File: config.mk
export PLATFORM = sky130hd
export DESIGN_NAME = x86_wb_top
export DESIGN_NICKNAME = d
export VERILOG_FILES = /design/src/hw/x86wb_pkg.sv /design/src/hw/wb_if.sv /design/src/hw/wb_stage.sv /design/src/hw/wb_regfile.sv /design/src/hw/wbaq.sv /design/src/hw/x86_wb_top.sv
export VERILOG_INCLUDE_DIRS = /design/src /design/src/hw
export SDC_FILE = /design/constraint.sdc
export NUM_CORES = 2
export LEC_CHECK = 0
export BUFFER_PORTS_ARGS = -buffer_cell sky130_fd_sc_hd__buf_2
export CAP_MARGIN = 10
export CELL_PAD_IN_SITES_DETAIL_PLACEMENT = 1
export CELL_PAD_IN_SITES_GLOBAL_PLACEMENT = 1
export CORE_MARGIN = 4
export CORE_UTILIZATION = 44
export DETAILED_ROUTE_END_ITERATION = 7
export HOLD_SLACK_MARGIN = 0.08
export PLACE_DENSITY_LB_ADDON = 0.25
export SKIP_CTS_REPAIR_TIMING = 1
export SYNTH_ARGS = -nofsm -noshare
export SYNTH_HDL_FRONTEND = slang
export SYNTH_SLANG_ARGS = --single-unit
File: constraint.sdc
create_clock -name clk -period 11.54 [get_ports clk]
set_clock_uncertainty 0.15 [all_clocks]
set_input_delay 1.154 -clock clk [delete_from_list [all_inputs] [get_ports clk]]
set_output_delay 1.154 -clock clk [all_outputs]
set_load 0.005 [all_outputs]
File: src/hw/wb_settings.svh
`ifndef WB_SETTINGS_SVH
`define WB_SETTINGS_SVH

// result slots per micro-op, fixes the port structure
`define WB_SLOTS 4

// registers per architectural file and index width
`define WB_NREGS 8
`define WB_RIDX_W 3

`define WBAQ_DEPTH 4

// offset bits cleared in the even/odd fetch-line addresses
`define FIP_LINE_BITS 4

`endif

File: src/hw/x86wb_pkg.sv
package x86wb_pkg;

    // operand size codes as carried by the micro-op
    typedef enum logic [1:0] {
        SZ_BYTE  = 2'd0,
        SZ_WORD  = 2'd1,
        SZ_DWORD = 2'd2,
        SZ_QWORD = 2'd3
    } size_e;

    typedef logic [31:0] gpr_t;  // general register
    typedef logic [15:0] seg_t;  // segment selector

    // one result slot of a retiring micro-op
    typedef struct packed {
        logic [63:0] data;
        logic [31:0] dest;    // reg index in [2:0], full address for memory
        logic        is_reg;
        logic        is_seg;
        logic        is_mem;
        logic        wb;      // slot actually produces a result
    } slot_t;

    typedef struct packed {
        logic halt;
        logic far_xfer;  // CS:EIP loaded from slot 0
    } uop_ctl_t;

    // pending memory write
    typedef struct packed {
        logic [31:0] addr;
        logic [63:0] data;
        size_e       size;
    } wbaq_entry_t;

endpackage

File: src/hw/wb_if.sv
`timescale 1ns/1ps
`include "wb_settings.svh"

// write bundle from the stage into one register file
interface rf_write_if;
    logic [`WB_SLOTS-1:0]                 ld;    // one per slot
    logic [`WB_SLOTS-1:0][`WB_RIDX_W-1:0] addr;
    logic [`WB_SLOTS-1:0][63:0]           data;
    logic [`WB_SLOTS-1:0][7:0]            be;    // byte lanes of data

    modport writer (
        output ld,
        output addr,
        output data,
        output be
    );

    modport regfile (
        input ld,
        input addr,
        input data,
        input be
    );
endinterface

// push side of the write-back address queue
interface mem_push_if;
    import x86wb_pkg::*;

    logic        push;   // taken only while full is low
    wbaq_entry_t entry;
    logic        full;

    modport producer (
        output push,
        output entry,
        input  full
    );

    modport queue (
        input  push,
        input  entry,
        output full
    );
endinterface

File: src/hw/wb_stage.sv
`timescale 1ns/1ps
`include "wb_settings.svh"

module wb_stage (
    input  logic                valid_in,
    input  x86wb_pkg::slot_t    slot [`WB_SLOTS],
    input  x86wb_pkg::size_e    inpsize,
    input  logic [3:0]          memsize_ovr,
    input  x86wb_pkg::uop_ctl_t uop_ctl,
    input  logic [31:0]         eip_in,
    input  logic                br_taken_in,
    input  logic                br_correct_in,
    input  logic [31:0]         br_fip_in,
    input  logic [31:0]         br_fip_p1_in,
    input  logic                ie_in,
    input  logic                interrupt_in,
    input  logic [3:0]          ie_type_in,
    rf_write_if.writer          gpr_wr,
    rf_write_if.writer          seg_wr,
    mem_push_if.producer        mem,
    output logic                valid_out,
    output logic                stall,
    output logic                is_resteer,
    output logic                final_ie_val,
    output logic                halts,
    output logic [31:0]         newEIP,
    output logic [31:0]         newFIP_e,
    output logic [31:0]         newFIP_o,
    output logic [3:0]          final_ie_type
);
    import x86wb_pkg::*;

    localparam logic [31:0] LINE_MASK = ~((32'd1 << `FIP_LINE_BITS) - 32'd1);

    logic [`WB_SLOTS-1:0] mem_req;
    logic                 any_mem;
    size_e                memsize;
    logic [7:0]           reg_be;
    logic [31:0]          fip_line;
    logic [31:0]          fip_p1_line;

    always_comb begin
        for (int i = 0; i < `WB_SLOTS; i++) begin
            mem_req[i] = valid_in && slot[i].is_mem && slot[i].wb;
        end
    end

    assign any_mem   = |mem_req;
    assign stall     = any_mem && mem.full;  // queue cannot take the write
    assign valid_out = valid_in && !stall;
    assign mem.push  = valid_out && any_mem;

    always_comb begin
        case (inpsize)
            SZ_BYTE:  reg_be = 8'h01;
            SZ_WORD:  reg_be = 8'h03;
            SZ_DWORD: reg_be = 8'h0f;
            default:  reg_be = 8'hff;
        endcase
    end

    // general register writes
    always_comb begin
        for (int i = 0; i < `WB_SLOTS; i++) begin
            gpr_wr.ld[i]   = valid_out && slot[i].is_reg && slot[i].wb;
            gpr_wr.addr[i] = slot[i].dest[`WB_RIDX_W-1:0];
            gpr_wr.data[i] = slot[i].data;
            gpr_wr.be[i]   = reg_be;
        end
    end

    // segment writes are always one selector wide
    always_comb begin
        for (int i = 0; i < `WB_SLOTS; i++) begin
            seg_wr.ld[i]   = valid_out && slot[i].is_seg && slot[i].wb;
            seg_wr.addr[i] = slot[i].dest[`WB_RIDX_W-1:0];
            seg_wr.data[i] = slot[i].data;
            seg_wr.be[i]   = 8'h03;
        end
        if (uop_ctl.far_xfer) begin
            seg_wr.data[0] = {48'd0, slot[0].data[47:32]};  // CS selector above the offset
        end
    end

    // override bits win, lowest first
    always_comb begin
        if (memsize_ovr[0]) begin
            memsize = SZ_BYTE;
        end else if (memsize_ovr[1]) begin
            memsize = SZ_WORD;
        end else if (memsize_ovr[2]) begin
            memsize = SZ_DWORD;
        end else if (memsize_ovr[3]) begin
            memsize = SZ_QWORD;
        end else if (uop_ctl.far_xfer) begin
            memsize = SZ_DWORD;
        end else begin
            memsize = inpsize;
        end
    end

    always_comb begin
        mem.entry.addr = slot[0].dest;
        mem.entry.data = slot[0].data;
        mem.entry.size = memsize;
        for (int i = `WB_SLOTS - 1; i >= 0; i--) begin
            if (mem_req[i]) begin
                mem.entry.addr = slot[i].dest;
                mem.entry.data = slot[i].data;
            end
        end
    end

    // fetch lines, swapped when the target sits in an odd line
    assign fip_line    = br_fip_in & LINE_MASK;
    assign fip_p1_line = br_fip_p1_in & LINE_MASK;
    assign newFIP_e    = br_fip_in[`FIP_LINE_BITS] ? fip_p1_line : fip_line;
    assign newFIP_o    = br_fip_in[`FIP_LINE_BITS] ? fip_line : fip_p1_line;

    always_comb begin
        if (!br_taken_in) begin
            newEIP = eip_in;
        end else if (uop_ctl.far_xfer) begin
            newEIP = slot[0].data[31:0];  // far jump offset
        end else begin
            newEIP = br_fip_in;
        end
    end

    assign is_resteer    = valid_out && !br_correct_in;
    assign final_ie_val  = ie_in || interrupt_in;
    assign final_ie_type = {interrupt_in, ie_type_in[2:0]};
    assign halts         = uop_ctl.halt && valid_in;

    // the queue takes one write per micro-op
    always_comb begin
        a_one_mem_slot: assert final ($onehot0(mem_req))
            else $error("wb_stage: several slots request memory %b", mem_req);
    end

endmodule

File: src/hw/wb_regfile.sv
`timescale 1ns/1ps
`include "wb_settings.svh"

module wb_regfile #(
    parameter type entry_t = logic [31:0]
) (
    input  logic                  clk,
    input  logic                  rst_n,
    rf_write_if.regfile           wr,
    input  logic [`WB_RIDX_W-1:0] rd_addr,
    output entry_t                rd_data
);

    localparam int W      = $bits(entry_t);
    localparam int NBYTES = W / 8;  // upper write bytes fall away

    logic [W-1:0] regs [`WB_NREGS];

    always_ff @(posedge clk) begin
        if (!rst_n) begin
            for (int r = 0; r < `WB_NREGS; r++) begin
                regs[r] <= '0;
            end
        end else begin
            // later slots are assigned last and so win on a collision
            for (int s = 0; s < `WB_SLOTS; s++) begin
                if (wr.ld[s]) begin
                    for (int b = 0; b < NBYTES; b++) begin
                        if (wr.be[s][b]) begin
                            regs[wr.addr[s]][b*8 +: 8] <= wr.data[s][b*8 +: 8];
                        end
                    end
                end
            end
        end
    end

    assign rd_data = entry_t'(regs[rd_addr]);  // asynchronous read

    // the stage must hand over a clean index with every enable
    for (genvar s = 0; s < `WB_SLOTS; s++) begin : g_addr_chk
        a_addr_known: assert property (
            @(posedge clk) disable iff (!rst_n)
            wr.ld[s] |-> !$isunknown(wr.addr[s])
        ) else $error("wb_regfile: slot %0d write with unknown address", s);
    end

endmodule

File: src/hw/wbaq.sv
`timescale 1ns/1ps
`include "wb_settings.svh"

module wbaq #(
    parameter int DEPTH = `WBAQ_DEPTH
) (
    input  logic                   clk,
    input  logic                   rst_n,
    mem_push_if.queue              in,
    input  logic                   pop,
    output x86wb_pkg::wbaq_entry_t head,
    output logic                   not_empty
);
    import x86wb_pkg::*;

    localparam int PW = (DEPTH > 1) ? $clog2(DEPTH) : 1;
    localparam int CW = $clog2(DEPTH + 1);

    wbaq_entry_t   q [DEPTH];
    logic [PW-1:0] wr_ptr;
    logic [PW-1:0] rd_ptr;
    logic [CW-1:0] count;
    logic          do_push;
    logic          do_pop;

    function automatic logic [PW-1:0] ptr_inc(input logic [PW-1:0] p);
        return (p == PW'(DEPTH - 1)) ? '0 : p + 1'b1;
    endfunction

    assign in.full   = (count == CW'(DEPTH));
    assign not_empty = (count != '0);
    assign do_push   = in.push && !in.full;
    assign do_pop    = pop && not_empty;
    assign head      = q[rd_ptr];

    always_ff @(posedge clk) begin
        if (!rst_n) begin
            wr_ptr <= '0;
            rd_ptr <= '0;
            count  <= '0;
        end else begin
            if (do_push) begin
                wr_ptr <= ptr_inc(wr_ptr);
            end
            if (do_pop) begin
                rd_ptr <= ptr_inc(rd_ptr);
            end
            case ({do_push, do_pop})
                2'b10:   count <= count + 1'b1;
                2'b01:   count <= count - 1'b1;
                default: count <= count;  // idle or both
            endcase
        end
    end

    always_ff @(posedge clk) begin
        if (do_push) begin
            q[wr_ptr] <= in.entry;
        end
    end

    // the stage stalls rather than push into a full queue
    a_no_push_full: assert property (
        @(posedge clk) disable iff (!rst_n) in.push |-> !in.full
    ) else $error("wbaq: push while full");

    a_no_pop_empty: assert property (
        @(posedge clk) disable iff (!rst_n) pop |-> not_empty
    ) else $error("wbaq: grant while empty");

endmodule

File: src/hw/x86_wb_top.sv
`timescale 1ns/1ps
`include "wb_settings.svh"

module x86_wb_top (
    input  logic                       clk,
    input  logic                       rst_n,
    input  logic                       valid_in,
    input  logic [`WB_SLOTS-1:0][63:0] slot_data,
    input  logic [`WB_SLOTS-1:0][31:0] slot_dest,
    input  logic [`WB_SLOTS-1:0]       slot_is_reg,
    input  logic [`WB_SLOTS-1:0]       slot_is_seg,
    input  logic [`WB_SLOTS-1:0]       slot_is_mem,
    input  logic [`WB_SLOTS-1:0]       slot_wb,
    input  logic [1:0]                 inpsize,
    input  logic [3:0]                 memsize_ovr,
    input  logic                       uop_halt,
    input  logic                       uop_far_xfer,
    input  logic [31:0]                eip_in,
    input  logic                       br_valid_in,
    input  logic                       br_taken_in,
    input  logic                       br_correct_in,
    input  logic [31:0]                br_fip_in,
    input  logic [31:0]                br_fip_p1_in,
    input  logic [5:0]                 bp_alias_in,
    input  logic [15:0]                cs_in,
    input  logic [17:0]                eflags_in,
    input  logic                       ie_in,
    input  logic [3:0]                 ie_type_in,
    input  logic                       interrupt_in,
    input  logic                       mem_grant,
    output logic                       mem_wr_valid,
    output logic [31:0]                mem_wr_addr,
    output logic [63:0]                mem_wr_data,
    output logic [1:0]                 mem_wr_size,
    input  logic [`WB_RIDX_W-1:0]      gpr_rd_addr,
    output logic [31:0]                gpr_rd_data,
    input  logic [`WB_RIDX_W-1:0]      seg_rd_addr,
    output logic [15:0]                seg_rd_data,
    output logic                       valid_out,
    output logic                       stall,
    output logic [31:0]                newEIP,
    output logic [31:0]                newFIP_e,
    output logic [31:0]                newFIP_o,
    output logic                       is_resteer,
    output logic                       br_valid,
    output logic                       br_taken,
    output logic                       br_correct,
    output logic [5:0]                 wb_bp_update_alias,
    output logic [15:0]                cs_out,
    output logic [17:0]                eflags_out,
    output logic                       final_ie_val,
    output logic [3:0]                 final_ie_type,
    output logic                       halts
);
    import x86wb_pkg::*;

    slot_t       slot [`WB_SLOTS];
    uop_ctl_t    uop_ctl;
    wbaq_entry_t head;

    rf_write_if gpr_wr ();
    rf_write_if seg_wr ();
    mem_push_if mem_push ();

    // regroup the flat slot fields
    always_comb begin
        for (int i = 0; i < `WB_SLOTS; i++) begin
            slot[i].data   = slot_data[i];
            slot[i].dest   = slot_dest[i];
            slot[i].is_reg = slot_is_reg[i];
            slot[i].is_seg = slot_is_seg[i];
            slot[i].is_mem = slot_is_mem[i];
            slot[i].wb     = slot_wb[i];
        end
    end

    assign uop_ctl.halt     = uop_halt;
    assign uop_ctl.far_xfer = uop_far_xfer;

    wb_stage u_stage (
        .valid_in      (valid_in),
        .slot          (slot),
        .inpsize       (size_e'(inpsize)),
        .memsize_ovr   (memsize_ovr),
        .uop_ctl       (uop_ctl),
        .eip_in        (eip_in),
        .br_taken_in   (br_taken_in),
        .br_correct_in (br_correct_in),
        .br_fip_in     (br_fip_in),
        .br_fip_p1_in  (br_fip_p1_in),
        .ie_in         (ie_in),
        .interrupt_in  (interrupt_in),
        .ie_type_in    (ie_type_in),
        .gpr_wr        (gpr_wr),
        .seg_wr        (seg_wr),
        .mem           (mem_push),
        .valid_out     (valid_out),
        .stall         (stall),
        .is_resteer    (is_resteer),
        .final_ie_val  (final_ie_val),
        .halts         (halts),
        .newEIP        (newEIP),
        .newFIP_e      (newFIP_e),
        .newFIP_o      (newFIP_o),
        .final_ie_type (final_ie_type)
    );

    wb_regfile #(.entry_t(gpr_t)) u_gpr (
        .clk     (clk),
        .rst_n   (rst_n),
        .wr      (gpr_wr),
        .rd_addr (gpr_rd_addr),
        .rd_data (gpr_rd_data)
    );

    wb_regfile #(.entry_t(seg_t)) u_seg (
        .clk     (clk),
        .rst_n   (rst_n),
        .wr      (seg_wr),
        .rd_addr (seg_rd_addr),
        .rd_data (seg_rd_data)
    );

    wbaq #(.DEPTH(`WBAQ_DEPTH)) u_wbaq (
        .clk       (clk),
        .rst_n     (rst_n),
        .in        (mem_push),
        .pop       (mem_grant),
        .head      (head),
        .not_empty (mem_wr_valid)
    );

    assign mem_wr_addr = head.addr;
    assign mem_wr_data = head.data;
    assign mem_wr_size = head.size;

    // status passed straight on
    assign br_valid           = br_valid_in;
    assign br_taken           = br_taken_in;
    assign br_correct         = br_correct_in;
    assign wb_bp_update_alias = bp_alias_in;
    assign cs_out             = cs_in;
    assign eflags_out         = eflags_in;

endmodule

* After elaboration in Yosys (flattened, before gate mapping)
Memories as Yosys holds them, arrays and structs flattened. A register that Yosys moved wholly into a read port is not among the register bits.
Cells that the tools add are included.
** Operators by class
- Multipliers :: 0
- Bitwise gates (word level) :: 0
- $add $sub $neg :: 4
- $lt $le $gt $ge :: 0
- Multiplexer cells :: 111
- Reductions and logical operators :: 47
- Shift operators :: 0
- Div/mod/pow operators :: 0
- Equal/unequal tests :: 7
** Operator list (count)
- $mux W96 :: 4
- $mux W32 :: 8
- $reduce_or A32 Y1 :: 4
- $mux W16 :: 5
- $mux W1 :: 71
- $reduce_or A16 Y1 :: 4
- $logic_and A1 B1 Y1 :: 31
- $mux W3 :: 8
- $mux W2 :: 9
- $mux W4 :: 4
- $pmux W4 S3 :: 1
- $eq A2 B2 Y1 const B :: 4
- $pmux W3 S2 :: 1
- $add A2 B1 Y2 const B :: 2
- $eq A2 B1 Y1 const B :: 2
- $reduce_or A4 Y1 :: 1
- $add A3 B1 Y3 const B :: 1
- $eq A3 B3 Y1 const B :: 1
- $logic_not A1 Y1 :: 3
- $reduce_bool A3 Y1 :: 1
- $sub A3 B1 Y3 const B :: 1
- $logic_not A2 Y1 :: 1
- $reduce_bool A2 Y1 :: 1
- $logic_or A1 B1 Y1 :: 1
** Storage, ports and cells
- Memories kept :: 3
- Bits in writable memories :: 776
- Word-level logic and storage cells :: 175
- Latch bits :: 0
- Flip-flop bits (word level) :: 7
- Bits in read-only memories :: 0
** Memories
- u_wbaq.q :: depth 4, bits a word 98, read ports 1, clocked after memory_dff 1, write ports 1, line wbaq.sv:19 : wbaq_entry_t q [DEPTH];
- u_gpr.regs :: depth 8, bits a word 32, read ports 1, clocked after memory_dff 0, write ports 8, line wb_regfile.sv:17 : logic [W-1:0] regs [`WB_NREGS];
- u_seg.regs :: depth 8, bits a word 16, read ports 1, clocked after memory_dff 0, write ports 8, line wb_regfile.sv:17

* Longest topological paths before layout
- Word-level depth :: 13
- Mapped depth :: 12
- Gate-level depth less buffers :: 10

* By module
From an unflattened synthesis, not the netlist that was laid out.
** Second synthesis, totals
- Cells, all modules :: 5348
- Area, all modules :: 56002.5 um^2
** By module, submodules not included
- wb_regfile at u_gpr :: instances 1, seq. area each 7687.4 um^2, area an instance 20514.7 um^2, cells each 2244
- wbaq :: instances 1, seq. area each 11951.5 um^2, area an instance 14605.3 um^2, cells each 568
- wb_stage :: instances 1, seq. area each 0.0 um^2, area an instance 10463.8 um^2, cells each 1412
- wb_regfile at u_seg :: instances 1, seq. area each 3843.7 um^2, area an instance 10095.9 um^2, cells each 1081
- x86_wb_top :: instances 1, seq. area each 0.0 um^2, area an instance 322.8 um^2, cells each 43

* Worst setup path before layout
OpenSTA, ideal clock, no wires.
- Path kind :: input -> register
- Start point :: in slot_wb[3]
- End point :: mem u_wbaq.q[0][0] in the netlist's numbering (enable)
- Stages on the path :: 5
- Buffers on the path :: 1
- Setup time :: 0.468 ns
- Path slack :: 6.446 ns
- Arrival :: 4.476 ns
- Required time :: 10.922 ns
- Path through :: clkbuf_1 > and2_1 > o31ai_1 > nor3_1 > and2_1
** Between the ends
- Word-level cells in the longest chain between the ends :: 9
** Ends and longest elaborated chain
- start, declared :: line x86_wb_top.sv:13 : input logic [`WB_SLOTS-1:0] slot_wb,
- $logic_and A1 B1 Y1 (*) :: line wb_stage.sv:44 : mem_req[i] = valid_in && slot[i].is_mem && slot[i].wb;
- $reduce_or A4 Y1 (*) :: line wb_stage.sv:48 : assign any_mem = |mem_req;
- $logic_and A1 B1 Y1 :: line wb_stage.sv:49 : assign stall = any_mem && mem.full;
- $logic_not A1 Y1 :: line wb_stage.sv:50 : assign valid_out = valid_in && !stall;
- $logic_and A1 B1 Y1 :: line wb_stage.sv:50
- $logic_and A1 B1 Y1 (*) :: line wb_stage.sv:51 : assign mem.push = valid_out && any_mem;
- $logic_and A1 B1 Y1 (*) :: line wbaq.sv:32 : assign do_push = in.push && !in.full;
- $mux W1 (*) :: line wbaq.sv:57 : if (do_push) begin
- $mux W1 (implied by the code) (*) :: line wbaq.sv:58 : q[wr_ptr] <= in.entry;
- end, declared :: line wbaq.sv:19
Mark *: on every way between the ends. The rest lies on a longest branch, timed or not.

==> out/qor.csv <==
stage,metric,value,unit
floorplanning,initial_utilization,44.4,%
layout,fin_util,51.2,%
layout,drive_gt1_share,31.5,%
clocking,cts_buffers,89,
status,outcome,"complete, but fails checks",
timing,worstMarginPinSlew,1.35,ns
placement,dpl_worst_slack,5.69,ns
setup_path,worstSetupEndpointType,register,
min_path,hold_end,u_wbaq.count[2]$_SDFFE_PN0P_,
power_and_ir_drop,peakVddDrop,0.000121,V
timing,hold_viol_final,0,
min_path,hold_depth,2,
synth,yosys.area.top_type_share,49.6,%
clocking,root_buffer,clkbuf_16,
floorplanning,die_h,335,um
setup_path,r2r_end,u_gpr.regs[7][26]$_DFFE_PP_,
synth,synthFlopType,edfxtp_1,
setup_path,path_class,primary input to register,
status,violations,DRC,
placement,place_area,51000,um2
power_and_ir_drop,powerDensity,143,nW/um2
timing,rsz0062_at_grt,false,
setup_path,r2r_start,u_wbaq.count[2]$_SDFFE_PN0P_,
layout,post-route-cell-area,54100,um2
timing,finalHoldWorstSlack,0.366,ns
floorplanning,core,106000,um2
synth,async_reset_ff_share,0,%
setup_path,reg2regPathDepth,8,
timing,setup_tns,0,ns
drt,drt_iter0_drc,7280,
clocking,cts_tree,yes,
floorplanning,io_pins,858,
global_route,grt_pass1_wl,325,mm
synth,synth_area_leader_cell,edfxtp_1,
floorplanning,die-area,112000,um2
timing,finalWorstSetupSlack,6.23,ns
setup_path,crit_path_start_kind,primary input,
min_path,hold_start,u_wbaq.count[2]$_SDFFE_PN0P_,
global_route,grt_max_degree,165,
drt,drc,20,
timing,slew_headroom,9.52,%
synth,ys_types,83,
placement,gp_congestion,0.973,
drt,vias,43900,
layout,nNetsFinal,4979,
flow_run,maxCapViolations,0,
setup_path,arrival,5.46,ns
global_route,overflow,0,
drt,via_per_inst,7.42,
timing,slew_viol_final,0,
synth,synth_area,47000,um2
timing,finalSetupViolCount,0,
synth,synth_edf_count,776,
placement,port_buffers,756,
drt,routedWlPerCell,39.7,um
clocking,htree_num_levels,3,
floorplanning,die_x,335,um
layout,syn2layout_area_growth,15.2,%
synth,yosysWarnings,0,
power_and_ir_drop,total_power,7.76,mW
clocking,path_clk_slew,0.06,ns
placement,dp.final_hpwl,158,mm
global_route,grt_use_total,40.4,%
placement,dp_cells,5704,
min_path,hp-class,register to register,
synth,netlist_instances,4045,
drt,drt_pass1_iterations,8,
setup_path,worstPathRequired,11.70,ns
synth,ys_seq_area_share,50.0,%
layout,instances_no_fill,5925,
setup_path,critPathMaxFanout,164,
drt,ant_nets,0,
timing,finalCritPeriodShare,46.0,%
synth,synthTopCellsByCount,"edfxtp_1 (776), clkbuf_1 (354), nand2_1 (311)",
floorplanning,rows,119,
synth,synth.most_common_cell,edfxtp_1,
setup_path,r2r_slack,6.77,ns
synth,synth-seq-cells,785,
global_route,grt_pass1_vias,43200,
clocking,cts_sinks,785,
timing,period_minus_slack,5.31,ns
synth,post_synth.cell_area_avg,11.6,um2
timing,max_freq,188,MHz
synth,ys_top_cells_by_area,"edfxtp_1 (50%), mux4_2 (9.3%), o21ai_0 (3.0%)",
setup_path,crit_path_start,slot_wb[1],
clocking,clk_path_buf_depth,3,
drt,wl,235,mm
power_and_ir_drop,p_leak,18.9,nW
clocking,clkLatencyLatePin,0.69,ns
global_route,antenna_found_initial,64,
## critical path, cell delays in order
cell and delay, ns:
buf_2 0.21, a22o_4 0.33, o311ai_4 0.27, buf_4 0.53
buf_12 0.61, nand2_1 0.29, nor2_2 0.95, or3_1 0.95
## where the power goes
group          total (mW)  internal (mW)  switching, mW
logic                1.45          0.536          0.909
clock network        2.97           1.69           1.28
registers            3.34           3.28         0.0582
total                7.76           5.51           2.24
## kinds of logic after synthesis
family          count (synthesis)  share of synthesized area, %
compound gates               1489                          23.0
simple gates                  802                          8.19
flops                         785                          50.0
buf+inv                       607                          5.60
mux                           352                          13.0
fa+ha+maj                       7                         0.202
xor+xnor                        2                        0.0373
other cells                     1                       0.00798
## sequential cells by signal, indices dropped and copies added, names as in the netlist, named ones only
| register | count |
|---|---|
| u_gpr.regs | 256 |
| u_seg.regs | 128 |
| u_wbaq.count | 3 |
| u_wbaq.q | 392 |
| u_wbaq.rd_ptr | 2 |
| u_wbaq.wr_ptr | 2 |
## worst max-delay path by stage
| stage | to | slack, ns | cells past startpoint |
|---|---|---|---|
| after floorplan | u_wbaq.q[0][0]$_DFFE_PP_ | 6.45 | 5 |
| after global placement | u_gpr.regs[7][19]$_DFFE_PP_ | 5.77 | 8 |
| after detailed placement | u_gpr.regs[7][22]$_DFFE_PP_ | 5.69 | 8 |
| after CTS | mem_wr_addr[28] | 6.37 | 4 |
| after global routing | u_gpr.regs[7][25]$_DFFE_PP_ | 6.15 | 8 |
| final | u_gpr.regs[7][26]$_DFFE_PP_ | 6.23 | 8 |
## cell usage in the layout (no fill, tap or decap), types with 37 or more instances in the layout
cell type and count:
o22ai_1 133, buf_4 99, edfxtp_1 776, o211ai_1 59, a221oi_1 104, diode_2 52
and2_1 46, a221o_1 56, a2bb2oi_1 38, mux4_2 194, a22o_1 87, nand2_1 309
nand3_1 42, and3_1 37, nor3_1 51, o31ai_1 40, mux2_2 118, a222oi_1 103
buf_2 754, a22oi_1 136, o21a_1 57, o22a_1 66, a21oi_1 156, mux2i_1 40
clkbuf_16 90, o21ai_0 274, nor2_1 166
## area by class of cell
class | instances | area [um2]
Inverter | 15 | 61.3
Antenna cell | 52 | 130
Sequential cell | 785 | 23500
Multi-Input combinational cell | 2660 | 21100
Fill cell | 11200 | 51600
Tap cell | 1391 | 1740
Timing Repair Buffer | 858 | 4610
Clock buffer | 112 | 2330
Clock inverter | 52 | 644
## routing by layer
metal	global-route usage [%]	wire length, um
met3	15.7	35300
met2	59.6	101000
met4	24.0	17000
met1	50.4	81600
met5	1.83	383
Power figures use the tool's default switching activity.
